--- src/hdl/rv_mem_pkg.sv ---
package rv_mem_pkg;

    // Address map, bits 31:28 pick the slave.
    localparam int          DTCM_SEL_HI = 31;
    localparam int          DTCM_SEL_LO = 28;
    localparam logic [3:0]  DTCM_SEL    = 4'h0;
    localparam int          DTCM_WORDS  = 256;
    localparam int          DTCM_AW     = 8;

    typedef enum logic [1:0]
    {
        RES_ALU = 2'd0,
        RES_BUS = 2'd1,
        RES_PC4 = 2'd2,
        RES_TCM = 2'd3
    } res_src_e;

    localparam logic [2:0]  F3_B  = 3'b000;
    localparam logic [2:0]  F3_H  = 3'b001;
    localparam logic [2:0]  F3_W  = 3'b010;
    localparam logic [2:0]  F3_BU = 3'b100;
    localparam logic [2:0]  F3_HU = 3'b101;

    typedef struct packed
    {
        logic           valid;
        logic [31:0]    alu_result;
        logic [31:0]    rs2_val;
        logic [4:0]     rd;
        logic           reg_write;
        logic           mem_read;
        logic           mem_write;
        res_src_e       res_src;
        logic [2:0]     funct3;
        logic [31:2]    pc_p4;
    } ex_mem_t;

    typedef struct packed
    {
        logic           valid;
        logic [31:0]    alu_result;
        logic [4:0]     rd;
        logic           reg_write;
        res_src_e       res_src;
        logic [2:0]     funct3;
        logic [31:2]    pc_p4;
        logic [31:0]    bus_rdata;
    } mem_wb_t;

    typedef struct packed
    {
        logic           valid;
        logic           reg_write;
        logic [4:0]     rd;
        logic [31:0]    data;
    } wb_t;

    typedef struct packed
    {
        logic           awvalid;
        logic [31:0]    awaddr;
        logic           wvalid;
        logic [31:0]    wdata;
        logic [3:0]     wstrb;
        logic           bready;
        logic           arvalid;
        logic [31:0]    araddr;
        logic           rready;
    } axil_m2s_t;

    typedef struct packed
    {
        logic           awready;
        logic           wready;
        logic           bvalid;
        logic [1:0]     bresp;
        logic           arready;
        logic           rvalid;
        logic [31:0]    rdata;
        logic [1:0]     rresp;
    } axil_s2m_t;

endpackage

--- src/hdl/rv_memory.sv ---
module rv_memory
(
    input  logic                            i_clk,
    input  logic                            i_arst_n,
    input  rv_mem_pkg::ex_mem_t             i_ex,
    input  logic                            i_bus_done,
    input  logic [31:0]                     i_bus_rdata,
    output logic                            o_ready,
    output rv_mem_pkg::mem_wb_t             o_mw,
    output logic                            o_tcm_en,
    output logic                            o_tcm_we,
    output logic [rv_mem_pkg::DTCM_AW-1:0]  o_tcm_addr,
    output logic [3:0]                      o_tcm_sel,
    output logic [31:0]                     o_tcm_wdata,
    output logic                            o_bus_start,
    output logic                            o_bus_write,
    output logic [31:0]                     o_bus_addr,
    output logic [3:0]                      o_bus_sel,
    output logic [31:0]                     o_bus_wdata
);
    import rv_mem_pkg::*;

    ex_mem_t        r_ex;
    logic           r_bus_pend;
    logic           w_is_tcm;
    logic           w_mem_acc;
    logic           w_bus_acc;
    logic [3:0]     w_sel;
    logic [31:0]    w_wdata;

    always_ff @(posedge i_clk or negedge i_arst_n)
    begin
        if (!i_arst_n)
            r_ex <= '0;
        else if (o_ready)
            r_ex <= i_ex;
    end

    assign w_is_tcm  = (r_ex.alu_result[DTCM_SEL_HI:DTCM_SEL_LO] == DTCM_SEL);
    assign w_mem_acc = r_ex.valid & (r_ex.mem_read | r_ex.mem_write);
    assign w_bus_acc = w_mem_acc & ~w_is_tcm;
    assign o_ready   = ~w_bus_acc | i_bus_done;        // Hold until the bus finishes.

    always_ff @(posedge i_clk or negedge i_arst_n)
    begin
        if (!i_arst_n)
            r_bus_pend <= 1'b0;
        else if (o_bus_start)
            r_bus_pend <= 1'b1;
        else if (i_bus_done)
            r_bus_pend <= 1'b0;
    end

    always_comb
    begin
        case (r_ex.funct3[1:0])
            2'b00:   w_wdata = {4{r_ex.rs2_val[7:0]}};
            2'b01:   w_wdata = {2{r_ex.rs2_val[15:0]}};
            default: w_wdata = r_ex.rs2_val;
        endcase
    end

    always_comb
    begin
        case (r_ex.funct3[1:0])
            2'b00:   w_sel = 4'b0001 << r_ex.alu_result[1:0];
            2'b01:   w_sel = r_ex.alu_result[1] ? 4'b1100 : 4'b0011;
            default: w_sel = 4'b1111;
        endcase
    end

    assign o_tcm_en    = w_mem_acc & w_is_tcm;
    assign o_tcm_we    = r_ex.mem_write;
    assign o_tcm_addr  = r_ex.alu_result[DTCM_AW+1:2];
    assign o_tcm_sel   = w_sel;
    assign o_tcm_wdata = w_wdata;

    assign o_bus_start = w_bus_acc & ~r_bus_pend;       // One pulse per access.
    assign o_bus_write = r_ex.mem_write;
    assign o_bus_addr  = r_ex.alu_result;
    assign o_bus_sel   = w_sel;
    assign o_bus_wdata = w_wdata;

    always_comb
    begin
        o_mw.valid      = r_ex.valid & o_ready & ~r_ex.mem_write;   // Stores end here.
        o_mw.alu_result = r_ex.alu_result;
        o_mw.rd         = r_ex.rd;
        o_mw.reg_write  = r_ex.reg_write;
        o_mw.res_src    = (r_ex.mem_read & w_is_tcm) ? RES_TCM : r_ex.res_src;
        o_mw.funct3     = r_ex.funct3;
        o_mw.pc_p4      = r_ex.pc_p4;
        o_mw.bus_rdata  = i_bus_rdata;
    end

    a_ex_held: assert property (@(posedge i_clk) disable iff (!i_arst_n)
        i_ex.valid && !o_ready |=> $stable(i_ex));

    a_done_pending: assert property (@(posedge i_clk) disable iff (!i_arst_n)
        i_bus_done |-> w_bus_acc && r_bus_pend);

endmodule

--- config.mk ---
export PLATFORM = sky130hd
export DESIGN_NAME = rv_memory
export DESIGN_NICKNAME = d
export VERILOG_FILES = /design/src/hdl/rv_mem_pkg.sv /design/src/hdl/rv_memory.sv
export SDC_FILE = /design/constraint.sdc
export NUM_CORES = 1
export LEC_CHECK = 0
export ABC_AREA = 0
export BUFFER_PORTS_ARGS = -buffer_cell sky130_fd_sc_hd__buf_2
export CAP_MARGIN = 20
export CELL_PAD_IN_SITES_DETAIL_PLACEMENT = 2
export CELL_PAD_IN_SITES_GLOBAL_PLACEMENT = 2
export CORE_ASPECT_RATIO = 1.1
export CORE_MARGIN = 8
export CORE_UTILIZATION = 24
export CTS_CLUSTER_DIAMETER = 100
export DETAILED_ROUTE_END_ITERATION = 8
export HOLD_SLACK_MARGIN = 0.08
export MAX_ROUTING_LAYER = met4
export PLACE_DENSITY = 0.82
export RECOVER_POWER = 50
export SYNTH_ARGS = -nofsm -noshare
export SYNTH_HDL_FRONTEND = slang
export SYNTH_SLANG_ARGS = --single-unit
--- constraint.sdc ---
create_clock -name i_clk -period 1.7 [get_ports i_clk]
set_input_delay 0.34 -clock i_clk [delete_from_list [all_inputs] [get_ports i_clk]]
set_output_delay 0.34 -clock i_clk [all_outputs]
set_load 0.01 [all_outputs]
==> impl_results.md <==
- Cell with the most instances after synthesis: buf_4
- Final wirelength: between 20 and 25 mm
- PortBufs: 301
- Post-synthesis mux area share: 0.290
- Post-detailed-route count of antenna-violating nets: 0
- Placed Instance Area: 7050 sq um
- Rel. slew slack: 0.587
- Tot GR Track Use: 0.128
- Post-synth EDFFs: 0
- Cell count after synthesis: between 400 and 500
- Core area: roughly 26000 sq um
- Layout cell share with drive strength beyond 1: 0.798
- Synth Area in XOR/XNOR: 0
- Final worst setup slack: -0.317 ns
- CTS sink count: about 110
- Vias in the first global route: ~4700
- Met2 wire length: 11.7 mm
- Yosys synthesis warning count: 0
- Setup TNS: -22.97 ns
- Layout overhead on the synthesized area: 31.9%
- Crit path max-delay family: simple AND/OR/NAND/NOR gates
- Simple-gate area share of the yosys netlist: 0.0172
- Final-report hold violation count: 0
- Slowest Stage Delay on Critical Path: roughly 0.42 ns
- RSZ-0062 raised after global routing: true
- Die Area: 31800 sq um
- Worst Hold Class: input port to flop
- Post-synth top area share: 0.432
- Adder-cell area share of the yosys netlist: 0
- CTS Buf Count: 9
- Status: finished with violations
- FP Rows: 62
- Final Instance Area: 8330 sq um
- Yosys reg bits: roughly 110
- Fillcell total: ~2800
- Worst-Margin Slew: between 0.6 and 0.7 ns
- Top FF cell, synth: dfrtp_1
- Sequential share of the synthesized area: 0.432
- Buf+Inv Stages, Crit Path: 2
- Mapped cell area: around 6300 sq um
- Period minus WS final: ~2.0 ns
- Vias: a little under 4000
- Synth area leader: dfrtp_1
- Overflow left after global routing: 0
- Max Used Layer: met4
- Post-DR wirelength/cell: between 20 and 25 um
- Leakage power: between 4 and 5 nW
- Total Power: around 8.4 mW
- Failing checks: setup timing
- Compound-gate portion of the synthesized area: 0.0131
- Max-slew violation count: 0
- Period utilization: 1.19
- Fin util: 0.321
- CP endpoint kind: primary output
- First-pass GRT wire length: between 20 and 30 mm
- Die W: about 170 um
- Syn nets: about 630
- Wire length on met3: approximately 1.2 mm
- DR DRC count: 0
- Largest family of logic cells by synthesized area: multiplexers
- Worst skew pair latency: 0.36 ns
- Kind of critical path: flop to primary output
- Final setup fails: around 170
- Met1 WL: approximately 8 mm
- Clock root buffer: clkbuf_16
- Iter 0 DRT Violations: around 100
- Drt pass-1 iters: 4
- Max Clock Freq: approximately 0.5 GHz
- Initial core utilization: 0.243
- CTS H-Tree Depth: 3
- HPWL after DPL: roughly 16 mm
- Worst Path Required: 1.36 ns
- Total I/O pin count: roughly 370
- Clk buf depth: 2
- Clock transition at path regs: ~0.080 ns
- Most frequent cells after synthesis: buf_4 (189), dfrtp_1 (109), mux2_4 (97)
- Worst Path Max Fanout: 2
- Routability congestion estimate: between 0.7 and 0.8
- Crit path cell chain: nor4_4 -> nor3_2 -> buf_4 -> nor3b_4 -> buf_2
- Die Y-Extent: roughly 190 um
- Worst VDD drop: approximately 0.00055 V
- Post-synthesis cell type count: 20
- Worst slack, placed: -0.0585 ns
- Arr. time, crit path: ~1.7 ns
- Nets: between 700 and 800
- DR vias/cell: 3.95
- Pin count of the biggest net entering global routing: 42
- Initial antenna violation count: 3
- Syn Area/Cell: ~13 sq um
- CTS tree: done
- Maxcap violations: 0
- Async SR Flop Fraction: 1.00
- Startpoint Class: flop
- Clk_skew: ~0.014 ns
- Largest cells by area after synthesis: dfrtp_1 (43%), mux2_4 (23%), buf_4 (22%)
- Worst path slowest cell: dfrtp_1
- PwrDens: 1010 nW/um^2
flip-flops by register name, indices dropped and copies added, names as in the netlist:
register / count
o_mw: 39
r_ex: 36
o_bus_addr: 32
o_bus_write: 1
r_bus_pend: 1
power by group:
group          total, mW  leakage (nW)  internal [mW]  switching [mW]
registers           3.17          1.27           2.89           0.285
logic               2.93          2.74           1.65            1.28
clock network       2.29         0.156           1.22            1.08
total               8.39          4.17           5.75            2.64
cell usage in the layout (no fill, tap or decap), types with 3 or more instances in the layout:
cell type  synthesis  routed
a21o_1             3       3
buf_12             0      12
buf_16             0       4
buf_2              1     256
buf_4            189      13
buf_6             10      54
buf_8              0       5
clkbuf_16          0      12
dfrtp_1          109     107
diode_2            0       3
inv_6              0       3
mux2_1            26       4
mux2_4            97     119
mux2i_1            8       4
nand2_1            9       6
nor2_4             0       3
o21ai_2            0       7
worst paths after layout:
path	startpoint	end	slack (ns)	depth (start not counted)
max	o_bus_addr[30]$_DFFE_PN0P_	o_mw[105]	-0.32	5
min reg2reg	r_ex[34]$_DFFE_PN0P_	r_ex[34]$_DFFE_PN0P_	0.51	1
max reg2reg	o_bus_addr[30]$_DFFE_PN0P_	o_mw[59]$_DFFE_PN0P_	-0.18	7
min in group asynchronous	i_arst_n	o_bus_addr[10]$_DFFE_PN0P_	0.53	2
min	i_ex[107]	r_ex[107]$_DFFE_PN0P_	0.18	2
max in group asynchronous	i_arst_n	o_mw[62]$_DFFE_PN0P_	0.34	3
through the flow:
step           std cells  hold slack [ns]
2_1_floorplan        482           0.0444
3_3_place_gp         958            0.274
3_5_place_dp         958            0.275
4_1_cts              993            0.163
5_1_grt             1000            0.164
6_report            1000            0.180
cell families after synthesis:
group	after synthesis
flip-flops	109
buffers and inverters	208
AND/OR/NAND/NOR	20
multiplexers	131
AO/OA/AOI/OAI	14
cell type report:
class / count / area, sq um / area share
multi-input combinational: 165 / 2280 / 0.274
timing repair buffer: 351 / 2540 / 0.305
tap: 352 / 440 / 0.0529
clock buffer: 10 / 239 / 0.0287
inverter: 4 / 17.5 / 0.00210
sequential: 109 / 2730 / 0.328
clock inverter: 6 / 76.3 / 0.00916
antenna: 3 / 7.51 / 0.000901
timing repair:
item / CTS / global route
cloned: 6 / 4
gates resized for setup: 117 / 40
setup endpoints to repair: 91 / 170
buffers inserted: 12 / 4
hold buffers: 1 / 0
hold endpoints to repair: 19 / 0
pin swaps: 10 / 5
metal layers:
layer,vias up,track usage
li1,1720,-
met1,2038,0.138
met2,162,0.229
met3,31,0.0312
met4,0,0.0411
met5,-,-
worst register-to-register path, stage by stage, from the launching register on:
cell and delay [ns]:
dfrtp_1 0.42, nor4_4 0.35, nor3_2 0.10, buf_4 0.16
buf_8 0.13, buf_12 0.15, clkbuf_16 0.18, mux2_4 0.30
(Power assumes the default switching activity.)
