File: config.mk
export PLATFORM = sky130hd
export DESIGN_NAME = rv_writeback
export DESIGN_NICKNAME = d
export VERILOG_FILES = /design/src/hdl/rv_mem_pkg.sv /design/src/hdl/rv_writeback.sv
export SDC_FILE = /design/constraint.sdc
export NUM_CORES = 1
export LEC_CHECK = 0
export BUFFER_PORTS_ARGS = -buffer_cell sky130_fd_sc_hd__buf_4
export CORE_MARGIN = 2
export CORE_UTILIZATION = 50
export CTS_BUF_LIST = sky130_fd_sc_hd__clkbuf_8
export DETAILED_ROUTE_END_ITERATION = 10
export PLACE_DENSITY_LB_ADDON = 0.08
export SLEW_MARGIN = 20
export SYNTH_ARGS = -nofsm -noshare
export SYNTH_HDL_FRONTEND = slang
export SYNTH_SLANG_ARGS = --single-unit
File: constraint.sdc
create_clock -name i_clk -period 2.4 [get_ports i_clk]
set_input_delay 0.36 -clock i_clk [delete_from_list [all_inputs] [get_ports i_clk]]
set_output_delay 0.36 -clock i_clk [all_outputs]
set_load 0.01 [all_outputs]
File: src/hdl/rv_mem_pkg.sv
package rv_mem_pkg;

    // Address map, bits 31:28 pick the slave.
    localparam int          DTCM_SEL_HI = 31;
    localparam int          DTCM_SEL_LO = 28;
    localparam logic [3:0]  DTCM_SEL    = 4'h0;
    localparam int          DTCM_WORDS  = 256;
    localparam int          DTCM_AW     = 8;

    typedef enum logic [1:0]
    {
        RES_ALU = 2'd0,
        RES_BUS = 2'd1,
        RES_PC4 = 2'd2,
        RES_TCM = 2'd3
    } res_src_e;

    localparam logic [2:0]  F3_B  = 3'b000;
    localparam logic [2:0]  F3_H  = 3'b001;
    localparam logic [2:0]  F3_W  = 3'b010;
    localparam logic [2:0]  F3_BU = 3'b100;
    localparam logic [2:0]  F3_HU = 3'b101;

    typedef struct packed
    {
        logic           valid;
        logic [31:0]    alu_result;
        logic [31:0]    rs2_val;
        logic [4:0]     rd;
        logic           reg_write;
        logic           mem_read;
        logic           mem_write;
        res_src_e       res_src;
        logic [2:0]     funct3;
        logic [31:2]    pc_p4;
    } ex_mem_t;

    typedef struct packed
    {
        logic           valid;
        logic [31:0]    alu_result;
        logic [4:0]     rd;
        logic           reg_write;
        res_src_e       res_src;
        logic [2:0]     funct3;
        logic [31:2]    pc_p4;
        logic [31:0]    bus_rdata;
    } mem_wb_t;

    typedef struct packed
    {
        logic           valid;
        logic           reg_write;
        logic [4:0]     rd;
        logic [31:0]    data;
    } wb_t;

    typedef struct packed
    {
        logic           awvalid;
        logic [31:0]    awaddr;
        logic           wvalid;
        logic [31:0]    wdata;
        logic [3:0]     wstrb;
        logic           bready;
        logic           arvalid;
        logic [31:0]    araddr;
        logic           rready;
    } axil_m2s_t;

    typedef struct packed
    {
        logic           awready;
        logic           wready;
        logic           bvalid;
        logic [1:0]     bresp;
        logic           arready;
        logic           rvalid;
        logic [31:0]    rdata;
        logic [1:0]     rresp;
    } axil_s2m_t;

endpackage

File: src/hdl/rv_writeback.sv
module rv_writeback
(
    input  logic                    i_clk,
    input  logic                    i_arst_n,
    input  rv_mem_pkg::mem_wb_t     i_mw,
    input  logic [31:0]             i_tcm_rdata,
    output rv_mem_pkg::wb_t         o_wb
);
    import rv_mem_pkg::*;

    mem_wb_t        r_mw;
    logic [31:0]    w_raw;
    logic [31:0]    w_shift;
    logic           w_load;
    logic [31:0]    w_data;

    always_ff @(posedge i_clk or negedge i_arst_n)
    begin
        if (!i_arst_n)
            r_mw <= '0;
        else
            r_mw <= i_mw;
    end

    always_comb
    begin
        case (r_mw.res_src)
            RES_ALU: w_raw = r_mw.alu_result;
            RES_BUS: w_raw = r_mw.bus_rdata;
            RES_PC4: w_raw = {r_mw.pc_p4, 2'b00};
            default: w_raw = i_tcm_rdata;       // DTCM word from last cycle.
        endcase
    end

    assign w_load  = (r_mw.res_src == RES_BUS) || (r_mw.res_src == RES_TCM);
    assign w_shift = w_raw >> {r_mw.alu_result[1:0], 3'b000};

    always_comb
    begin
        if (!w_load)
            w_data = w_raw;
        else
        begin
            case (r_mw.funct3)
                F3_B:    w_data = {{24{w_shift[7]}}, w_shift[7:0]};
                F3_BU:   w_data = {24'h0, w_shift[7:0]};
                F3_H:    w_data = {{16{w_shift[15]}}, w_shift[15:0]};
                F3_HU:   w_data = {16'h0, w_shift[15:0]};
                F3_W:    w_data = w_raw;
                default: w_data = w_raw;
            endcase
        end
    end

    always_comb
    begin
        o_wb.valid     = r_mw.valid;
        o_wb.reg_write = r_mw.reg_write;
        o_wb.rd        = r_mw.rd;
        o_wb.data      = w_data;
    end

endmodule

==> impl_metrics.csv, run 1 <==
group,metric,value,unit
timing,grt_setup_unrepaired,"true",
yosys,synth_fp_nets,471,
pwr,comb_power_share,0.228,
pwr,p_leak,0.00312,uW
route,wirelength,12100,microns
finish,fill_cells,570,
finish,fin_area,6720,sq um
cts,cts_hold_buffers,0,
global_routing,grt_max_degree,52,
floorplan,die_h,99.2,microns
pwr,power_frac_seq,0.484,
floorplan,start_util,0.517,
placement,placed_area,6070,sq um
timing,slew_violations,0,
route,first_pass_iters,4,
yosys,synth_edf_count,0,
yosys,seq_area_frac_synth,0.586,
yosys,ys.flop_type,"dfrtp_1",
route,wl_per_cell,18.6,microns
floorplan,num_rows,34,
yosys,synth_seq_cells,106,
yosys,yosys_warnings,0,
timing,period_minus_slack,2.97,ns
yosys,synth.area.top_cells,"dfrtp_1, mux4_2, mux2i_1",
route,drt_iter0_markers,198,
timing,whs,-0.0160,ns
global_routing,grt_pass1_vias,3577,
finish,nNetsFinal,676,
finish,layout-drive-gt1-share,0.603,
cts,cts_buffers,9,
global_routing,grt_pass1_wl,17800,microns
hold_path,hp-class,"input pin to async pin",
setup_path,path_max_fanout,6,
run,maxCapViolations,0,
timing,slew_headroom,0.566,
yosys,synthesis.area,4530,sq um
placement,dp_worst_setup_slack,-0.242,ns
pwr,max-vdd-ir-drop,0.377,mV
timing,fmax,337,MHz
route,vias,3463,
setup_path,critPathCaptureType,"output pin",
setup_path,cp.arrival,2.61,ns
floorplan,die_area,9840,sq um
timing,max_slew.worst_pin.slew,0.651,ns
yosys,synth.distinct_cells,31,
pwr,internal_power,2810,uW
pwr,p_sw_frac,0.287,
timing,finalSetupViolCount,32,
pwr,pwr-share-clk,0.288,
route,drc,0,
cts,clock_path_buffers,2,
placement,port_buffers,178,
finish,utilization,0.767,
finish,num_antenna_cells,0,
run_status,violations,"negative hold slack, negative setup slack",
pwr,powerDensity,587,nW/um^2
setup_path,cp-start-kind,"flop",
timing,period_share,1.24,
setup_path,critPathRequiredTime,2.04,ns
yosys,avgSynthCellArea,13.7,sq um
cts,cts-root-buf,"clkbuf_8",
run_status,status,"complete, but fails checks",
finish,multiInputGateArea,1880,sq um
route,routed_via_density,5.34,
cts,cts_tree,"built",
floorplan,io_pins,179,
setup_path,path_class,"flop to output pin",
cts,cts_max_level,3,
placement,place_hpwl,8490,microns
cts,cts_sinks,106,
pwr,p_sw,1130,uW
yosys,yosysTopAreaCellShare,0.586,
timing,tns,-14.21,ns
finish,syn_to_final_growth,48.3,%
timing,finalWorstSetupSlack,-0.566,ns
route,ant_nets,0,
global_routing,grt_usage,0.233,
timing,hold_viol_final,8,
cts,cts.clk_slew.worst_paths,0.12,ns
floorplan,die_width,99.2,microns
yosys,syn_inst,331,
yosys,yosys.area.top_type,"dfrtp_1",
global_routing,antenna_found_initial,0,
placement,gp_routability_congestion,0.876,
yosys,ys_async_sr_fraction,1.00,
global_routing,gr-total-overflow,0,
finish,regArea,2660,sq um
floorplan,core_area,8760,sq um
kinds of logic after synthesis:
kind of cell | after synthesis | synth area share
mux | 71 | 0.222
buf+inv | 29 | 0.0398
compound gates | 56 | 0.0776
simple gates | 69 | 0.0754
flops | 106 | 0.586
per-layer routing:
metal,vias to the layer above,global-route usage,wire length (microns)
met5,-,0,0
met4,0,0.0727,225
met3,25,0.0647,928
met2,166,0.386,6070
met1,1684,0.304,4830
li1,1588,-,-
flip-flops by register name, indices dropped and copies added (netlist names):
signal  cells
r_mw       99
o_wb        7
power by group through the flow:
stage | clock network (uW) | registers [uW] | logic [uW]
final | 1140 | 1910 | 899
after detailed placement | 0 | 1940 | 781
after global placement | 0 | 1940 | 771
after floorplan | 0 | 1930 | 367
after CTS | 1170 | 1910 | 792
after global routing | 1250 | 1920 | 960
critical path, cell delays in order, from the launching register on:
cell	delay [ns]
dfrtp_4	0.52
buf_4	0.15
mux2_2	0.30
o22ai_4	0.26
o31ai_4	0.13
a2111oi_4	0.33
buf_6	0.19
clkbuf_16	0.16
nor2_2	0.05
buf_4	0.14
final timing paths:
| check | start | endpoint | slack [ns] | depth (start not counted) |
|---|---|---|---|---|
| max in group asynchronous | i_arst_n | r_mw[5] | 1.71 | 2 |
| max | r_mw[65] | o_wb[22] | -0.57 | 9 |
| min | i_arst_n | r_mw[51] | -0.02 | 1 |
| min in group i_clk | i_mw[68] | o_wb[32] | 0.08 | 1 |
placed cells by master (no fill, tap or decap), types with 5 or more instances in the layout:
| cell type | n |
|---|---|
| mux4_2 | 21 |
| a22oi_2 | 5 |
| buf_6 | 9 |
| o21ai_2 | 6 |
| mux2i_1 | 31 |
| buf_4 | 202 |
| nor2_2 | 8 |
| o21ai_0 | 6 |
| a21oi_2 | 12 |
| dfrtp_1 | 104 |
| o22ai_1 | 5 |
| nor2_1 | 14 |
| nor2b_1 | 8 |
| nand2_1 | 19 |
| mux2_2 | 16 |
| a21oi_1 | 14 |
| clkbuf_8 | 9 |
| buf_12 | 5 |
area by class of cell:
class	count	share of cell area
Inverter	2	0.00112
Multi-Input combinational cell	196	0.280
Clock buffer	9	0.0184
Timing Repair Buffer	221	0.271
Sequential cell	106	0.396
Clock inverter	7	0.0129
Tap cell	108	0.0201
per-stage QoR:
stage	total power, uW	cells
2_1_floorplan	2300	331
3_3_place_gp	2710	617
3_5_place_dp	2730	617
4_1_cts	3870	634
5_1_grt	4130	649
6_report	3940	649
repair_timing:
| item | 4_1_cts | 5_1_grt |
|---|---|---|
| endpoints found under the hold margin | 0 | 0 |
| cloned | 0 | 4 |
| setup endpoints to repair | 32 | 32 |
| pin swaps | 1 | 14 |
| buffers inserted | 1 | 11 |
| gates resized for setup | 8 | 57 |
synth_stat cells, types with 2 or more instances:
library cell,number
a21oi_1,24
a21oi_2,2
a22oi_1,5
buf_1,2
buf_2,3
buf_4,10
buf_6,4
clkbuf_1,8
dfrtp_1,106
inv_1,2
mux2_2,16
mux2_4,2
mux2i_1,32
mux4_2,21
nand2_1,22
nand2b_1,5
nand3_1,2
nor2_1,16
nor2_2,8
nor2b_1,8
nor4_1,3
o21ai_0,16
o22ai_1,5
o22ai_2,2
(Power assumes the default switching activity.)
==> run 2, diff against run 1 <==
--- a/config.mk
+++ b/config.mk
@@ -7,10 +7,11 @@
 export LEC_CHECK = 0
 export BUFFER_PORTS_ARGS = -buffer_cell sky130_fd_sc_hd__buf_4
 export CORE_MARGIN = 2
-export CORE_UTILIZATION = 50
+export CORE_UTILIZATION = 35
 export CTS_BUF_LIST = sky130_fd_sc_hd__clkbuf_8
 export DETAILED_ROUTE_END_ITERATION = 10
 export PLACE_DENSITY_LB_ADDON = 0.08
+export RECOVER_POWER = 50
 export SLEW_MARGIN = 20
 export SYNTH_ARGS = -nofsm -noshare
 export SYNTH_HDL_FRONTEND = slang
==> run 2 against run 1 <==
  * The flow finishes with violations (negative setup slack)
  * Global-route usage shrank 3.9 points
  * Routed wire length increased by 6.1%
  * Maximum frequency rose by 2.8%
  * Total power decreased by 1.2%
  * Combinational power down 2%
  * Clock-buffer cell count increased by 1
  * Worst setup slack improved by 0.082 ns
  * Largest cell class unchanged
==> impl_metrics.csv, run 2 (synthesized netlist as in run 1, its figures left out) <==
group,metric,value,unit
placement,dp_worst_setup_slack,-0.200,ns
setup_path,cp-start-kind,"flop",
floorplan,die_area,13900,sq um
cts,clock_path_buffers,2,
finish,mostFrequentLayoutCell,"clkbuf_4",
finish,layout-drive-gt1-share,0.579,
setup_path,cp.arrival,2.52,ns
timing,period_share,1.20,
setup_path,critPathCaptureType,"output pin",
timing,hold_viol_final,0,
global_routing,grt_pass1_wl,20400,microns
timing,grt_setup_unrepaired,"true",
cts,cts_sinks,106,
placement,place_hpwl,9480,microns
route,drt_iter0_markers,127,
hold_path,hp-class,"input pin to flop",
global_routing,grt_max_degree,61,
finish,layout_common_cells,"clkbuf_4, dfrtp_1, buf_4",
route,vias,3405,
floorplan,start_util,0.359,
cts,cts.clk_slew.worst_paths,0.11,ns
pwr,p_sw,1100,uW
global_routing,grt_pass1_vias,3704,
run_status,status,"complete, but fails checks",
pwr,powerDensity,581,nW/um^2
pwr,p_leak,0.00307,uW
pwr,max-vdd-ir-drop,0.413,mV
timing,max_slew.worst_pin.slew,1.03,ns
pwr,internal_power,2800,uW
route,wirelength,12800,microns
placement,port_buffers,178,
setup_path,critPathRequiredTime,2.04,ns
global_routing,antenna_found_initial,0,
timing,tns,-13.46,ns
pwr,pwr-share-clk,0.284,
pwr,power_frac_seq,0.489,
route,drc,0,
floorplan,num_rows,41,
hold_path,worst_hold_startpoint,"i_mw[48]",
cts,cts-root-buf,"clkbuf_8",
finish,largest_reg_flops,99,
finish,num_antenna_cells,0,
floorplan,core_area,12600,sq um
route,ant_nets,0,
route,routed_via_density,4.77,
finish,largest_register,"r_mw",
timing,fmax,347,MHz
hold_path,min_to,"r_mw[48]",
cts,cts_max_level,3,
global_routing,grt_usage,0.194,
floorplan,io_pins,179,
hold_path,whs_path_depth,1,
finish,syn_to_final_growth,48.1,%
pwr,p_sw_frac,0.283,
floorplan,die_h,118,microns
run,maxCapViolations,0,
global_routing,gr-total-overflow,0,
route,wl_per_cell,17.9,microns
cts,cts_buffers,9,
timing,slew_violations,0,
placement,gp_routability_congestion,0.804,
timing,finalSetupViolCount,32,
run_status,violations,"negative setup slack",
setup_path,path_class,"flop to output pin",
timing,slew_headroom,0.314,
setup_path,path_max_fanout,6,
route,first_pass_iters,4,
cts,cts_tree,"built",
timing,period_minus_slack,2.88,ns
finish,nNetsFinal,677,
pwr,comb_power_share,0.226,
timing,finalWorstSetupSlack,-0.484,ns
floorplan,die_width,118,microns
## run 2: cell count changes in the layout (fill, tap and decap cells not counted), sizes merged
cell,change
clkbuf,+105
buf,-104
clkinv,-2
dlygate4sd3,+1
clkinvlp,+1
## run 2: cell type report
cell class,count,area [sq um]
Tap cell,172,215
Clock inverter,6,56.3
Inverter,2,7.51
Fill cell,1148,5910
Clock buffer,10,138
Timing Repair Buffer,222,1790
Multi-Input combinational cell,196,1850
Sequential cell,106,2660
## run 2: critical path, cell delays in order (launching register included)
cell and delay, ns:
dfrtp_4 0.51, buf_4 0.15, mux4_2 0.46, nor2_4 0.14
nor4_4 0.06, a2111oi_4 0.30, buf_6 0.19, buf_16 0.14
a21oi_2 0.04, buf_4 0.15
## run 2: timing repair
action | in CTS | in global routing
endpoints found under the setup margin | 32 | 32
buffers inserted | 7 | 4
hold endpoints to repair | 15 | 0
gates resized for setup | 38 | 11
hold buffers | 1 | 0
pin swaps | 10 | 3
cloned | 2 | 0
## run 2: through the flow
| step | hold slack [ns] | total power, uW | std cells | instance area (sq um) | utilization |
|---|---|---|---|---|---|
| floorplan | 0.0644 | 2300 | 331 | 4530 | - |
| finish | 0.0819 | 3900 | 714 | 6710 | 0.532 |
| global placement | 0.241 | 2740 | 685 | 6200 | 0.491 |
| detailed placement | 0.246 | 2750 | 685 | 6200 | 0.491 |
| CTS | 0.0379 | 3940 | 710 | 6640 | 0.526 |
| global route | 0.0510 | 4090 | 714 | 6710 | 0.532 |
## run 2: layer usage
layer / vias to the layer above / wire length (microns) / track usage
met1: 1682 / 5440 / 0.250
li1: 1595 / - / -
met5: - / 0 / 0
met2: 116 / 6440 / 0.319
met4: 0 / 151 / 0.0482
met3: 12 / 766 / 0.0620
## run 2: worst max-delay path by stage
stage                         from       end  slack (ns)
after floorplan           r_mw[66]  o_wb[13]        0.05
after detailed placement  r_mw[65]  o_wb[11]       -0.20
after global routing      r_mw[65]  o_wb[24]       -0.61
after CTS                 r_mw[65]  o_wb[24]       -0.56
after global placement    r_mw[65]  o_wb[25]       -0.16
final                     r_mw[65]  o_wb[29]       -0.48
## run 2: power by group through the flow
stage / Sequential [uW] / Clock, uW / Combinational [uW]
after global placement: 1940 / 0 / 798
final: 1910 / 1110 / 883
after CTS: 1910 / 1150 / 880
after global routing: 1920 / 1220 / 952
after floorplan: 1930 / 0 / 367
after detailed placement: 1950 / 0 / 804
==> run 3, diff against run 2 <==
--- a/config.mk
+++ b/config.mk
@@ -5,6 +5,7 @@
 export SDC_FILE = /design/constraint.sdc
 export NUM_CORES = 1
 export LEC_CHECK = 0
+export ABC_AREA = 1
 export BUFFER_PORTS_ARGS = -buffer_cell sky130_fd_sc_hd__buf_4
 export CORE_MARGIN = 2
 export CORE_UTILIZATION = 35
@@ -16,3 +17,4 @@
 export SYNTH_ARGS = -nofsm -noshare
 export SYNTH_HDL_FRONTEND = slang
 export SYNTH_SLANG_ARGS = --single-unit
+export TNS_END_PERCENT = 5
==> run 3 against run 2 <==
  * The run still ends with negative setup slack left
  * Routed wire length up 15%
  * Via count increased by 21%
  * Non-clock buffer count is 5 lower
  * Cell count is 20% higher
  * Combinational power fell by 2%
  * Area after synthesis down 0.41%
  * Maximum frequency increased by 9.0%
  * Clock power hardly changed
  * Total power is 0.92% lower
  * Final area grew 2.3%
  * Sequential power about the same
  * Critical path type unchanged
  * Largest power group unchanged
  * Highest routed layer unchanged
==> impl_metrics.csv, run 3 <==
group,metric,value,unit
global_routing,grt_max_degree,48,
setup_path,path_class,"flop to output pin",
run,maxCapViolations,0,
global_routing,grt_usage,0.211,
cts,cts_sinks,106,
pwr,powerDensity,563,nW/um^2
timing,tns,-6.58,ns
setup_path,critPathCaptureType,"output pin",
yosys,synth_fp_nets,621,
timing,finalSetupViolCount,32,
yosys,synthesis.area,4510,sq um
cts,cts_tree,"built",
yosys,ys_async_sr_fraction,1.00,
cts,cts-root-buf,"clkbuf_8",
floorplan,core_area,12600,sq um
timing,slew_violations,0,
timing,slew_headroom,0.383,
yosys,seq_area_frac_synth,0.588,
setup_path,path_max_fanout,8,
setup_path,cp.arrival,2.28,ns
route,wl_per_cell,17.2,microns
hold_path,hp-class,"input pin to flop",
global_routing,antenna_found_initial,0,
global_routing,grt_pass1_vias,4422,
yosys,synth_edf_count,0,
floorplan,start_util,0.357,
placement,port_buffers,178,
timing,fmax,378,MHz
finish,syn_to_final_growth,52.1,%
finish,fill_cells,1195,
route,routed_via_density,4.79,
floorplan,num_rows,41,
cts,cts_max_level,3,
pwr,max-vdd-ir-drop,0.453,mV
yosys,synth.distinct_cells,31,
yosys,avgSynthCellArea,9.38,sq um
finish,nNetsFinal,823,
cts,cts_buffers,9,
timing,hold_viol_final,0,
finish,layout_common_cells,"nand2_1, clkbuf_4, dfrtp_1",
route,drt_iter0_markers,246,
setup_path,cp-start-kind,"flop",
setup_path,critPathRequiredTime,2.04,ns
yosys,synth_seq_cells,106,
yosys,synth_most_common_cell,"nand2_1",
route,drc,0,
finish,multiInputGateArea,1910,sq um
yosys,yosys.area.top_type,"dfrtp_1",
finish,num_antenna_cells,0,
timing,finalWorstSetupSlack,-0.245,ns
placement,placed_area,6060,sq um
placement,place_hpwl,10600,microns
finish,regArea,2660,sq um
finish,largest_register,"r_mw",
route,ant_nets,0,
timing,whs,0.0843,ns
pwr,p_leak,0.00336,uW
yosys,ys.flop_type,"dfrtp_1",
floorplan,die_width,118,microns
finish,mostFrequentLayoutCell,"nand2_1",
cts,clock_path_buffers,2,
run_status,violations,"negative setup slack",
route,wirelength,14800,microns
timing,period_share,1.10,
placement,gp_routability_congestion,0.919,
timing,grt_setup_unrepaired,"true",
yosys,yosys_warnings,0,
cts,cts.clk_slew.worst_paths,0.10,ns
finish,fin_area,6860,sq um
floorplan,io_pins,179,
floorplan,die_area,13800,sq um
route,vias,4119,
yosys,yosysTopAreaCellShare,0.588,
floorplan,die_h,118,microns
timing,max_slew.worst_pin.slew,0.926,ns
timing,period_minus_slack,2.64,ns
run_status,status,"complete, but fails checks",
global_routing,grt_pass1_wl,22400,microns
yosys,ys_top_cells_by_count,"nand2_1, dfrtp_1, nand3_1",
yosys,synth.area.top_cells,"dfrtp_1, nand2_1, nand3_1",
finish,largest_reg_flops,99,
yosys,syn_inst,481,
route,first_pass_iters,5,
global_routing,gr-total-overflow,0,
finish,layout-drive-gt1-share,0.481,
run 3: cell types whose count changed after synthesis, sizes merged, moves of 18 or more:
cell   delta
nand2   +118
inv      +22
mux2i    -32
or2      +19
nand3    +86
mux2     -18
mux4     -21
run 3: path summary, 6_finish.rpt:
| kind | startpoint | to | slack (ns) | cells past startpoint |
|---|---|---|---|---|
| min in group asynchronous | i_arst_n | o_wb[33] | 0.63 | 2 |
| setup / recovery | r_mw[66] | o_wb[17] | -0.24 | 11 |
| max in group asynchronous | i_arst_n | r_mw[2] | 0.92 | 3 |
| hold / removal | i_mw[14] | r_mw[14] | 0.08 | 1 |
run 3: critical path, stage by stage (launching register included):
cell and delay [ns]:
dfrtp_2 0.48, buf_12 0.17, nor2_8 0.24, nand2_2 0.10, nand3_4 0.11, nand3_4 0.08
nand3_4 0.12, nand3_4 0.09, nand2_4 0.16, nand2_8 0.10, nand2_2 0.11, buf_4 0.12
run 3: report_power, final:
| part | internal [uW] | leakage [uW] | switching, uW |
|---|---|---|---|
| combinational | 422 | 0.00203 | 444 |
| sequential | 1870 | 0.00123 | 39.3 |
| clock | 448 | 0.0000945 | 634 |
| total | 2740 | 0.00336 | 1120 |
run 3: area by class of cell:
class / count / share of cell area
multi-input cells: 325 / 0.278
well taps: 172 / 0.0314
flip-flops and latches: 106 / 0.387
inverters: 24 / 0.0135
clock inverters: 5 / 0.00638
clock buffers: 11 / 0.0221
repair buffers: 217 / 0.262
run 3: cell families after synthesis:
| kind of cell | after synthesis | synth area share |
|---|---|---|
| and+or+nand+nor | 261 | 0.271 |
| AOI/OAI and AO/OA | 62 | 0.0768 |
| buffers and inverters | 52 | 0.0638 |
| DFF | 106 | 0.588 |
run 3: routing by layer:
layer,global-route usage,vias to the layer above,share of wire
met5,0,-,0
met4,0.0911,0,0.031
met3,0.0780,25,0.081
met2,0.331,189,0.47
met1,0.263,1930,0.41
li1,-,1975,-
run 3: metrics by stage:
step	setup slack [ns]	instances	util	power, uW
after global routing	-0.350	860	0.544	4060
final	-0.245	860	0.544	3860
after global placement	0.0995	824	0.480	2690
after floorplan	0.544	481	-	2260
after CTS	-0.183	846	0.509	3820
after detailed placement	0.105	824	0.480	2690
run 3: repair_timing:
action / in CTS / in global routing
gates cloned: 2 / 3
endpoints found under the setup margin: 32 / 32
gates resized for setup: 29 / 74
pin swaps: 8 / 38
setup buffers: 3 / 11
hold buffers: 1 / 0
endpoints found under the hold margin: 36 / 0
