[src/hdl/rv_mem_pkg.sv]
package rv_mem_pkg;

    // Address map, bits 31:28 pick the slave.
    localparam int          DTCM_SEL_HI = 31;
    localparam int          DTCM_SEL_LO = 28;
    localparam logic [3:0]  DTCM_SEL    = 4'h0;
    localparam int          DTCM_WORDS  = 256;
    localparam int          DTCM_AW     = 8;

    typedef enum logic [1:0]
    {
        RES_ALU = 2'd0,
        RES_BUS = 2'd1,
        RES_PC4 = 2'd2,
        RES_TCM = 2'd3
    } res_src_e;

    localparam logic [2:0]  F3_B  = 3'b000;
    localparam logic [2:0]  F3_H  = 3'b001;
    localparam logic [2:0]  F3_W  = 3'b010;
    localparam logic [2:0]  F3_BU = 3'b100;
    localparam logic [2:0]  F3_HU = 3'b101;

    typedef struct packed
    {
        logic           valid;
        logic [31:0]    alu_result;
        logic [31:0]    rs2_val;
        logic [4:0]     rd;
        logic           reg_write;
        logic           mem_read;
        logic           mem_write;
        res_src_e       res_src;
        logic [2:0]     funct3;
        logic [31:2]    pc_p4;
    } ex_mem_t;

    typedef struct packed
    {
        logic           valid;
        logic [31:0]    alu_result;
        logic [4:0]     rd;
        logic           reg_write;
        res_src_e       res_src;
        logic [2:0]     funct3;
        logic [31:2]    pc_p4;
        logic [31:0]    bus_rdata;
    } mem_wb_t;

    typedef struct packed
    {
        logic           valid;
        logic           reg_write;
        logic [4:0]     rd;
        logic [31:0]    data;
    } wb_t;

    typedef struct packed
    {
        logic           awvalid;
        logic [31:0]    awaddr;
        logic           wvalid;
        logic [31:0]    wdata;
        logic [3:0]     wstrb;
        logic           bready;
        logic           arvalid;
        logic [31:0]    araddr;
        logic           rready;
    } axil_m2s_t;

    typedef struct packed
    {
        logic           awready;
        logic           wready;
        logic           bvalid;
        logic [1:0]     bresp;
        logic           arready;
        logic           rvalid;
        logic [31:0]    rdata;
        logic [1:0]     rresp;
    } axil_s2m_t;

endpackage

[src/hdl/rv_axil_dbus.sv]
module rv_axil_dbus
(
    input  logic                    i_clk,
    input  logic                    i_arst_n,
    input  logic                    i_start,
    input  logic                    i_write,
    input  logic [31:0]             i_addr,
    input  logic [3:0]              i_sel,
    input  logic [31:0]             i_wdata,
    input  rv_mem_pkg::axil_s2m_t   i_axil,
    output rv_mem_pkg::axil_m2s_t   o_axil,
    output logic                    o_done,
    output logic [31:0]             o_rdata
);
    import rv_mem_pkg::*;

    typedef enum logic [1:0]
    {
        S_IDLE,
        S_ADDR,
        S_RESP,
        S_DONE
    } state_e;

    state_e         r_state;
    logic           r_write;
    logic           r_awvalid;
    logic           r_wvalid;
    logic           r_arvalid;
    logic           r_bready;
    logic           r_rready;
    logic [31:0]    r_addr;
    logic [31:0]    r_wdata;
    logic [3:0]     r_sel;
    logic           w_aw_ok;
    logic           w_w_ok;

    assign w_aw_ok = ~r_awvalid | i_axil.awready;
    assign w_w_ok  = ~r_wvalid  | i_axil.wready;

    always_ff @(posedge i_clk or negedge i_arst_n)
    begin
        if (!i_arst_n)
        begin
            r_state   <= S_IDLE;
            r_write   <= 1'b0;
            r_awvalid <= 1'b0;
            r_wvalid  <= 1'b0;
            r_arvalid <= 1'b0;
            r_bready  <= 1'b0;
            r_rready  <= 1'b0;
        end
        else
        begin
            case (r_state)
                S_IDLE:
                begin
                    if (i_start)
                    begin
                        r_write   <= i_write;
                        r_awvalid <= i_write;
                        r_wvalid  <= i_write;
                        r_arvalid <= ~i_write;
                        r_state   <= S_ADDR;
                    end
                end
                S_ADDR:
                begin
                    if (i_axil.awready)
                        r_awvalid <= 1'b0;
                    if (i_axil.wready)
                        r_wvalid <= 1'b0;
                    if (i_axil.arready)
                        r_arvalid <= 1'b0;
                    if (r_write && w_aw_ok && w_w_ok)
                    begin
                        r_bready <= 1'b1;       // Both channels accepted.
                        r_state  <= S_RESP;
                    end
                    else if (!r_write && i_axil.arready)
                    begin
                        r_rready <= 1'b1;
                        r_state  <= S_RESP;
                    end
                end
                S_RESP:
                begin
                    if ((r_bready && i_axil.bvalid) || (r_rready && i_axil.rvalid))
                    begin
                        r_bready <= 1'b0;
                        r_rready <= 1'b0;
                        r_state  <= S_DONE;
                    end
                end
                default:
                    r_state <= S_IDLE;
            endcase
        end
    end

    always_ff @(posedge i_clk)
    begin
        if (i_start && r_state == S_IDLE)
        begin
            r_addr  <= i_addr;
            r_wdata <= i_wdata;
            r_sel   <= i_sel;
        end
        if (r_rready && i_axil.rvalid)
            o_rdata <= i_axil.rdata;    // Load data kept for the done cycle.
    end

    assign o_done = (r_state == S_DONE);

    always_comb
    begin
        o_axil.awvalid = r_awvalid;
        o_axil.awaddr  = r_addr;
        o_axil.wvalid  = r_wvalid;
        o_axil.wdata   = r_wdata;
        o_axil.wstrb   = r_sel;
        o_axil.bready  = r_bready;
        o_axil.arvalid = r_arvalid;
        o_axil.araddr  = r_addr;
        o_axil.rready  = r_rready;
    end

    a_aw_hold: assert property (@(posedge i_clk) disable iff (!i_arst_n)
        o_axil.awvalid && !i_axil.awready |=> o_axil.awvalid && $stable(o_axil.awaddr));

    a_w_hold: assert property (@(posedge i_clk) disable iff (!i_arst_n)
        o_axil.wvalid && !i_axil.wready |=> o_axil.wvalid && $stable(o_axil.wdata)
        && $stable(o_axil.wstrb));

    a_ar_hold: assert property (@(posedge i_clk) disable iff (!i_arst_n)
        o_axil.arvalid && !i_axil.arready |=> o_axil.arvalid && $stable(o_axil.araddr));

    a_start_idle: assert property (@(posedge i_clk) disable iff (!i_arst_n)
        i_start |-> r_state == S_IDLE);

    // Error responses are not recovered from.
    a_resp_okay: assert property (@(posedge i_clk) disable iff (!i_arst_n)
        (r_bready && i_axil.bvalid && i_axil.bresp != 2'b00)
        || (r_rready && i_axil.rvalid && i_axil.rresp != 2'b00) |-> 1'b0);

endmodule

[config.mk]
export PLATFORM = sky130hd
export DESIGN_NAME = rv_axil_dbus
export DESIGN_NICKNAME = d
export VERILOG_FILES = /design/src/hdl/rv_mem_pkg.sv /design/src/hdl/rv_axil_dbus.sv
export SDC_FILE = /design/constraint.sdc
export NUM_CORES = 1
export LEC_CHECK = 0
export BUFFER_PORTS_ARGS = -buffer_cell sky130_fd_sc_hd__buf_2
export CAP_MARGIN = 20
export CORE_MARGIN = 2
export CORE_UTILIZATION = 39
export CTS_BUF_LIST = sky130_fd_sc_hd__clkbuf_4
export DETAILED_ROUTE_END_ITERATION = 12
export PLACE_DENSITY_LB_ADDON = 0.05
export SLEW_MARGIN = 20
export SYNTH_ARGS = -nofsm -noshare
export SYNTH_HDL_FRONTEND = slang
export SYNTH_SLANG_ARGS = --single-unit
[constraint.sdc]
create_clock -name i_clk -period 2.37 [get_ports i_clk]
set_input_delay 0 -clock i_clk [delete_from_list [all_inputs] [get_ports i_clk]]
set_output_delay 0 -clock i_clk [all_outputs]
set_load 0.05 [all_outputs]
==> results.toml, run 1 <==
[outcome]
status = "finished clean"

[synth]
postSynth.asyncResetShare = 0.0741
ys_ff_latch = 108
ys_seq_area_frac = 0.842
syn_nets = 308
ys.flop_type = "edfxtp_1"
yosysUniqueCellTypes = 27
syn_area_sq_um = 3810
ys_warn_count = 0
synth_edf_count = 100
avgSynthCellArea_sq_um = 20.0
synthCells = 190

[global_routing]
grt_pass1_vias = 2659
grt_max_degree = 69
grt_pass1_wl_um = 12600
grt_usage = 0.161
grt_antenna_before_repair = 0
grt-ovfl-total = 0

[critical_path]
regToRegSetupSlack_ns = 0.42
crit_chain = "inv_1, ha_1, inv_1, nor2_1, o21ai_0, dlygate4sd3_1, o21ai_0"
cpPeakStageDelay_ns = 0.56
timing.rr.start = "r_state[0]$_DFFE_PN0P_"
reg2reg_depth = 7
crit_arrival_ns = 2.29
critPathLaunch = "r_state[0]$_DFFE_PN0P_"
cp_max_fo = 5
setup.worst_path.class = "reg2reg"
cp-start-kind = "register"
critPathSlowestCell = "dlygate4sd3_1"
cp-end-kind = "register"
cp.required_ns = 2.70

[clocking]
root_buffer = "clkbuf_4"
tritoncts.num_buffers = 9
cts_tree = "done"
clk_pin_slew_ns = 0.16
cts-htree-levels = 3
clk-insertion-delay-late_ns = 0.44
cts.sink_count = 108
cts.path.max_buffers = 2

[floorplanning]
std_cell_rows = 36
start_util = 0.395
die_area_sq_um = 10600
dieHeight_um = 103
fp.coreArea_sq_um = 9640
die_x_um = 103
pin_count = 251

[timing]
finalHoldViolCount = 0
fmax_ghz = 0.512
finClkSkew_ns = 0.0201
worst_slew_pin_slew_ns = 0.399
slew_headroom = 0.733
drv_slew = 0
rsz0062_at_grt = "no"
hold_ws_ns = 0.0415
finalSetupViolCount = 0
fin_crit_sh = 0.824
tns_ns = 0
finalCriticalPeriod_ns = 1.95

[layout]
final_common_cell = "buf_2"
fillers = 751
diodes = 0
stdcell_count = 658
utilization = 0.639
final_layout_size_suffix_gt1_frac = 0.510
final_cell_mix = "buf_2, dlygate4sd3_1, edfxtp_1, clkbuf_4, dfrtp_1"
seq_area_sq_um = 3200
final_nets = 638
multi_input_area_sq_um = 299
area_growth_pct = 61.8

[power]
ir_drop_v = 0.000574
power.density_nw_per_um2 = 989
p_leak_nw = 2.69

[routing]
num_vias = 2763
detail_route.first_pass.iterations = 4
viasPerCell = 4.20
antenna_left = 0
wirelength_um = 9130
drt-initial-drc-count = 70
post_drt_wl_per_cell_um = 13.9
drc_errors = 0

[hold_path]
hold_class = "in2reg"
whs_path_depth = 5
hp-start = "i_axil[35]"

[flow_run]
maxCapViolCount = 0

[place]
portBuffers = 246
gp_congestion = 0.866
dp.cells = 534
-- repair_timing --
| item | 4_1_cts | 5_1_grt |
|---|---|---|
| setup buffers | 0 | 0 |
| gates resized for setup | 0 | 0 |
| hold endpoints to repair | 113 | 0 |
| hold buffers | 108 | 0 |
-- final timing paths --
path	end
min reg2reg	r_rready$_DFFE_PN0P_
min	r_rready$_DFFE_PN0P_
max	r_wvalid$_DFFE_PN0P_
max in group asynchronous	r_bready$_DFFE_PN0P_
min in group asynchronous	r_state[0]$_DFFE_PN0P_
max reg2reg	r_wvalid$_DFFE_PN0P_
-- kinds of logic (layout without fill, tap and decap cells) --
| kind of cell | Yosys count | in the layout | share of synthesized area |
|---|---|---|---|
| flip-flops | 108 | 108 | 0.842 |
| buffers and inverters | 44 | 379 | 0.0799 |
| AO/OA/AOI/OAI | 16 | 16 | 0.0309 |
| AND/OR/NAND/NOR | 14 | 14 | 0.0220 |
| adder cells (fa/ha/maj) | 5 | 5 | 0.0164 |
| multiplexers | 3 | 3 | 0.00920 |
-- per-stage QoR --
stage                     cell area, sq um  total power, mW  setup WS (ns)
after detailed placement              4960             5.17          0.703
final                                 6160             6.09          0.416
after global routing                  6160             6.39          0.287
after global placement                4960             5.16          0.730
after floorplan                       3810             4.74          0.174
after CTS                             6160             6.15          0.451
-- flip-flops by register name, summed over array words and instances (netlist names), 2 cells and up --
signal   count
r_state      2
o_rdata     32
r_wdata     32
r_addr      32
r_sel        4
-- Yosys cell counts, types with 2 or more instances --
master	count	area share
edfxtp_1	100	0.79
buf_4	37	0.073
dfrtp_1	8	0.053
inv_1	7	0.0069
ha_1	5	0.016
a21oi_1	4	0.0053
o21ai_0	4	0.0053
mux2i_1	2	0.0053
nand2_1	2	0.0020
nand2b_1	2	0.0033
nand3_1	2	0.0026
nor2_1	2	0.0020
-- worst max-delay path, delay by kind of cell, from the launching register on --
kind | cells | cell delay [ns]
buffers and inverters | 3 | 0.84
DFF | 1 | 0.44
and+or+nand+nor | 1 | 0.10
AOI/OAI and AO/OA | 2 | 0.23
adders and majority gates | 1 | 0.25
-- report_power, final --
group	switching, mW	internal [mW]	leakage (nW)
sequential	0.142	2.52	1.03
combinational	1.94	0.661	1.59
clock	0.600	0.223	0.0679
-- layout make-up --
class | count | share of cell area
Clock buffer | 9 | 0.0110
Clock inverter | 7 | 0.00853
Inverter | 7 | 0.00488
Multi-Input combinational cell | 38 | 0.0486
Sequential cell | 108 | 0.520
Tap cell | 133 | 0.0270
Timing Repair Buffer | 356 | 0.380
-- metal layers --
| metal | share of wire | vias up | global-route usage |
|---|---|---|---|
| met1 | 0.37 | 1280 | 0.180 |
| met5 | 0 | - | 0 |
| met2 | 0.51 | 142 | 0.281 |
| met4 | 0.014 | 0 | 0.0607 |
| li1 | - | 1329 | - |
| met3 | 0.10 | 12 | 0.0597 |
No activity file was read; power rests on OpenSTA's default activity.
==> run 2: changes to the inputs <==
Settings changed: ABC_AREA set to 1.
Clock period 2.37 ns to 1.7 ns, I/O delays scaled along.
==> run 2 against run 1 <==
  * Wire length grew 8.0%
  * Die area fell by 0.53%
  * Sequential share of layout area decreased by 0.59 points
  * Combinational power grew 54%
  * Via count up 1.4%
  * Worst hold slack hardly changed
  * Total power increased by 49%
  * Non-clock buffer count is 3 higher
  * Critical path depth down 2
  * Maximum frequency rose by 30%
  * Final cell count rose by 2.3%
  * Setup slack worse by 0.22 ns
==> results.toml, run 2 <==
[outcome]
status = "finished clean"

[timing]
finalSetupViolCount = 0
fmax_ghz = 0.666
tns_ns = 0
layout_setup_ws_ns = 0.198
worst_slew_pin_slew_ns = 0.394
slew_headroom = 0.737
finalCriticalPeriod_ns = 1.50
finClkSkew_ns = 0.0138
finalHoldViolCount = 0
drv_slew = 0
hold_ws_ns = 0.0418
fin_crit_sh = 0.884
rsz0062_at_grt = "no"

[synth]
yosysTopAreaCell = "edfxtp_1"
yosys.area.top_type_share = 0.793
ys_seq_area_frac = 0.846
ys_warn_count = 0
yosysUniqueCellTypes = 16
postSynth.asyncResetShare = 0.0741
synth_edf_count = 100
synthCells = 206
ys_ff_latch = 108
avgSynthCellArea_sq_um = 18.4
ys.flop_type = "edfxtp_1"
syn_area_sq_um = 3780
syn_nets = 324
synth_area_leaders = "edfxtp_1, buf_4, dfrtp_1, nand2_1, ha_1"
synth.most_common_cell = "edfxtp_1"
synthTopCellsByCount = "edfxtp_1, buf_4, nand2_1"

[global_routing]
grt_antenna_before_repair = 0
grt_pass1_vias = 2822
grt-ovfl-total = 0
grt_usage = 0.179
grt_max_degree = 33
grt_pass1_wl_um = 14100

[clocking]
cts.sink_count = 108
cts_setup_buffers = 0
ctsHoldBuffers = 108
root_buffer = "clkbuf_4"
cts_tree = "done"
cts_resized = 0
cts-htree-levels = 3
cts.path.max_buffers = 2
tritoncts.num_buffers = 9
clk-insertion-delay-late_ns = 0.43
clk_pin_slew_ns = 0.15

[routing]
drc_errors = 0
antenna_left = 0
detail_route.first_pass.iterations = 4
drt-initial-drc-count = 31
num_vias = 2803
post_drt_wl_per_cell_um = 14.6
viasPerCell = 4.16
wirelength_um = 9860

[place]
dp.cells = 549
place_hpwl_um = 6880
gp_congestion = 0.884
portBuffers = 246
place_ws_ns = 0.221

[floorplanning]
start_util = 0.406
die_x_um = 103
dieHeight_um = 103
pin_count = 251
die_area_sq_um = 10500
std_cell_rows = 35
fp.coreArea_sq_um = 9330

[layout]
final_common_cell = "buf_2"
stdcell_count = 673
final_nets = 657
final_cell_mix = "buf_2, dlygate4sd3_1, edfxtp_1, nand2_1, clkbuf_4"
diodes = 0
final_layout_size_suffix_gt1_frac = 0.504
multi_input_area_sq_um = 265
area_growth_pct = 64.6
largestRegisters = "o_rdata (32), r_addr (32), r_wdata (32)"
fillers = 717
seq_area_sq_um = 3200

[critical_path]
cp-end-kind = "register"
reg2reg_depth = 5
timing.rr.start = "r_state[0]$_DFFE_PN0P_"
setup.worst_path.class = "reg2reg"
rr_endpoint = "r_wdata[17]$_DFFE_PP_"
crit_arrival_ns = 1.64
cp-start-kind = "register"
cp.required_ns = 1.84
cp_max_fo = 22
regToRegSetupSlack_ns = 0.20

[power]
clockPowerShare = 0.144
ir_drop_v = 0.000886
p_leak_nw = 2.77
power.density_nw_per_um2 = 1460
pwr-share-comb = 0.440
pwr-share-seq = 0.416
internal_power_mw = 5.01
power_switching_share = 0.448
p_sw_mw = 4.07

[hold_path]
hold_class = "in2reg"
whs_path_depth = 6
hp-start = "i_axil[34]"
holdPathEnd = "r_bready$_DFFE_PN0P_"

[flow_run]
maxCapViolCount = 0
==> run 2: cell types whose count changed after synthesis, moves of 2 or more <==
cell / previous run / this run
inv_1: 7 / 10
inv_2: 0 / 3
mux2i_1: 2 / 0
nand2_1: 2 / 22
nand2b_1: 2 / 0
nand3_1: 2 / 5
==> run 2: final cells by class <==
type	instances	share of cell area
inverters	13	0.00844
well taps	129	0.0259
multi-input cells	48	0.0426
clock inverters	6	0.0115
clock buffers	10	0.0121
repair buffers	359	0.385
flip-flops and latches	108	0.514
==> run 2: logic make-up after synthesis <==
family,count (synthesis),share of synthesized area
compound gates,11,0.0155
fa+ha+maj,5,0.0165
buf+inv,50,0.0863
flops,108,0.846
simple gates,32,0.0354
==> run 2: critical path, stage by stage (launching register included) <==
cell,delay [ns]
dfrtp_1,0.46
inv_1,0.11
ha_2,0.23
nand2_4,0.08
clkinvlp_4,0.16
buf_12,0.19
==> run 2: how the worst max path moves through the flow <==
stage	start	cells past startpoint	end
after floorplan	r_state[1]$_DFFE_PN0P_	4	r_addr[0]$_DFFE_PP_
after global routing	r_state[0]$_DFFE_PN0P_	7	r_awvalid$_DFFE_PN0P_
after detailed placement	r_state[0]$_DFFE_PN0P_	5	r_addr[4]$_DFFE_PP_
after CTS	r_state[0]$_DFFE_PN0P_	5	r_wdata[17]$_DFFE_PP_
final	r_state[0]$_DFFE_PN0P_	5	r_wdata[17]$_DFFE_PP_
after global placement	r_state[0]$_DFFE_PN0P_	5	r_addr[19]$_DFFE_PP_
==> run 2: stage by stage <==
step / util / cell area (sq um) / total power, mW
floorplan: - / 3800 / 6.87
global placement: 0.536 / 5000 / 7.60
detailed placement: 0.536 / 5000 / 7.64
CTS: 0.668 / 6230 / 9.13
global route: 0.668 / 6230 / 9.53
finish: 0.668 / 6230 / 9.08
==> run 2: metal layers <==
layer,vias up,routed length (um),GRT usage
met5,-,0,0
met4,0,92,0.0338
met3,10,700,0.0481
met2,137,5220,0.328
met1,1291,3850,0.214
li1,1365,-,-
==> run 2: power groups by stage <==
stage / Clock [mW] / Combinational (mW) / Sequential (mW)
2_1_floorplan: 0 / 1.59 / 5.28
3_3_place_gp: 0 / 3.79 / 3.82
3_5_place_dp: 0 / 3.80 / 3.84
4_1_cts: 1.35 / 4.00 / 3.78
5_1_grt: 1.47 / 4.22 / 3.84
6_report: 1.31 / 4.00 / 3.77
==> run 3: changes to the inputs <==
Settings changed: CORE_MARGIN 2 to unset.
==> run 3 against run 2 <==
  * Global-route usage up 1.1 points
  * Largest cell class unchanged
  * Critical path type unchanged
  * Setup slack worse by 0.045 ns
  * Highest routed layer unchanged
  * Sequential cell count unchanged
  * Clock skew rose by 0.0082 ns
  * First-iteration DRC count up 87%
  * Sequential share of layout area grew 0.57 points
  * Sequential power barely moved
==> results.toml, run 3 (synthesis gave the netlist of run 2 again) <==
[floorplanning]
die_x_um = 101
start_util = 0.406
die_area_sq_um = 10100
pin_count = 251
std_cell_rows = 35
dieHeight_um = 101
fp.coreArea_sq_um = 9330

[timing]
worst_slew_pin_slew_ns = 0.390
finalSetupViolCount = 0
drv_slew = 0
slew_headroom = 0.739
finalCriticalPeriod_ns = 1.55
layout_setup_ws_ns = 0.153
finClkSkew_ns = 0.0220
finalHoldViolCount = 0
rsz0062_at_grt = "no"
fmax_ghz = 0.646
tns_ns = 0
fin_crit_sh = 0.910
hold_ws_ns = 0.0516

[layout]
largestRegisters = "o_rdata (32), r_addr (32), r_wdata (32)"
final_cell_mix = "buf_2, dlygate4sd3_1, edfxtp_1, nand2_1"
final_layout_size_suffix_gt1_frac = 0.501
diodes = 0
utilization = 0.660
fin_area_sq_um = 6160
final_common_cell = "buf_2"
fillers = 733
area_growth_pct = 62.7
final_nets = 656

[clocking]
cts-htree-levels = 3
cts.path.max_buffers = 2
root_buffer = "clkbuf_4"
clk_pin_slew_ns = 0.14
cts_tree = "done"
clk-insertion-delay-late_ns = 0.44
cts.sink_count = 108
cts_resized = 0
tritoncts.num_buffers = 9

[critical_path]
critPathSlowestCell = "dfrtp_1"
crit_chain = "inv_1, ha_2, nand2_4, clkinvlp_4, buf_12"
cp-end-kind = "register"
regToRegSetupSlack_ns = 0.15
reg2reg_depth = 5
crit_arrival_ns = 1.66
timing.rr.start = "r_state[0]$_DFFE_PN0P_"
cp.required_ns = 1.81
cp_max_fo = 52
cp-start-kind = "register"
critPathLaunch = "r_state[0]$_DFFE_PN0P_"
path_delay_family = "flip-flops"
cpPeakStageDelay_ns = 0.46
critPathBufInv = 3
setup.worst_path.class = "reg2reg"
rr_endpoint = "r_addr[21]$_DFFE_PP_"

[power]
internal_power_mw = 4.78
power.density_nw_per_um2 = 1430
p_leak_nw = 2.73
pwr-share-comb = 0.447
power_switching_share = 0.457
p_sw_mw = 4.02
clockPowerShare = 0.124
pwr-share-seq = 0.429
ir_drop_v = 0.00102

[hold_path]
whs_path_depth = 6
holdPathEnd = "r_rready$_DFFE_PN0P_"
hp-start = "i_axil[34]"
hold_class = "in2reg"

[place]
place_area_sq_um = 4960
place_hpwl_um = 6620
place_ws_ns = 0.168
gp_congestion = 0.790
portBuffers = 246

[routing]
viasPerCell = 4.23
num_vias = 2835
antenna_left = 0
detail_route.first_pass.iterations = 4
post_drt_wl_per_cell_um = 14.5
wirelength_um = 9690
drc_errors = 0
drt-initial-drc-count = 58

[global_routing]
grt_antenna_before_repair = 0
grt_usage = 0.190
grt-ovfl-total = 0
grt_max_degree = 53
grt_pass1_wl_um = 14100
grt_pass1_vias = 2857

[flow_run]
maxCapViolCount = 0

[outcome]
status = "finished clean"
run 3: changes by cell type in the layout (fill, tap and decap cells not counted), sizes merged:
cell and delta:
clkinvlp +3, buf -2, clkinv -2, bufinv -1
clkbuf -1, dlygate4sd3 +1, inv -1
run 3: worst max-delay path by stage:
stage | endpoint | slack (ns) | cells after the start
floorplan | r_addr[0]$_DFFE_PP_ | -0.41 | 4
global placement | r_addr[24]$_DFFE_PP_ | 0.21 | 5
detailed placement | r_wdata[6]$_DFFE_PP_ | 0.17 | 5
CTS | r_addr[6]$_DFFE_PP_ | 0.15 | 5
global route | r_addr[6]$_DFFE_PP_ | 0.06 | 5
finish | r_addr[21]$_DFFE_PP_ | 0.15 | 5
run 3: power by group through the flow:
| stage | clock [mW] | sequential (mW) | combinational, mW |
|---|---|---|---|
| 2_1_floorplan | 0 | 5.28 | 1.59 |
| 3_3_place_gp | 0 | 3.82 | 3.72 |
| 3_5_place_dp | 0 | 3.84 | 3.73 |
| 4_1_cts | 1.13 | 3.78 | 3.94 |
| 5_1_grt | 1.24 | 3.84 | 4.14 |
| 6_report | 1.09 | 3.77 | 3.94 |
run 3: worst min-delay path: stages:
cell and delay, ns:
buf_2 0.08, nand2_1 0.07, nand3_1 0.10, nand2_1 0.07, nand2_1 0.05, o21ai_0 0.07
run 3: layout make-up:
| class | count | area, sq um | area share |
|---|---|---|---|
| Timing Repair Buffer | 358 | 2370 | 0.385 |
| Clock buffer | 9 | 67.6 | 0.0110 |
| Sequential cell | 108 | 3200 | 0.520 |
| Clock inverter | 5 | 40.0 | 0.00650 |
| Multi-Input combinational cell | 48 | 265 | 0.0431 |
| Inverter | 13 | 52.6 | 0.00853 |
| Tap cell | 129 | 161 | 0.0262 |
run 3: layer usage:
layer	track usage	share of wire
met5	0	0
met4	0.0669	0.015
met3	0.0485	0.068
met2	0.368	0.55
met1	0.196	0.36
run 3: stage by stage:
stage	total power, mW	std cells
2_1_floorplan	6.87	206
3_3_place_gp	7.54	547
3_5_place_dp	7.56	547
4_1_cts	8.85	670
5_1_grt	9.22	670
6_report	8.80	670
run 3: what timing repair did:
action,4_1_cts,5_1_grt
hold buffers,109,0
buffers inserted,0,0
hold endpoints to repair,114,0
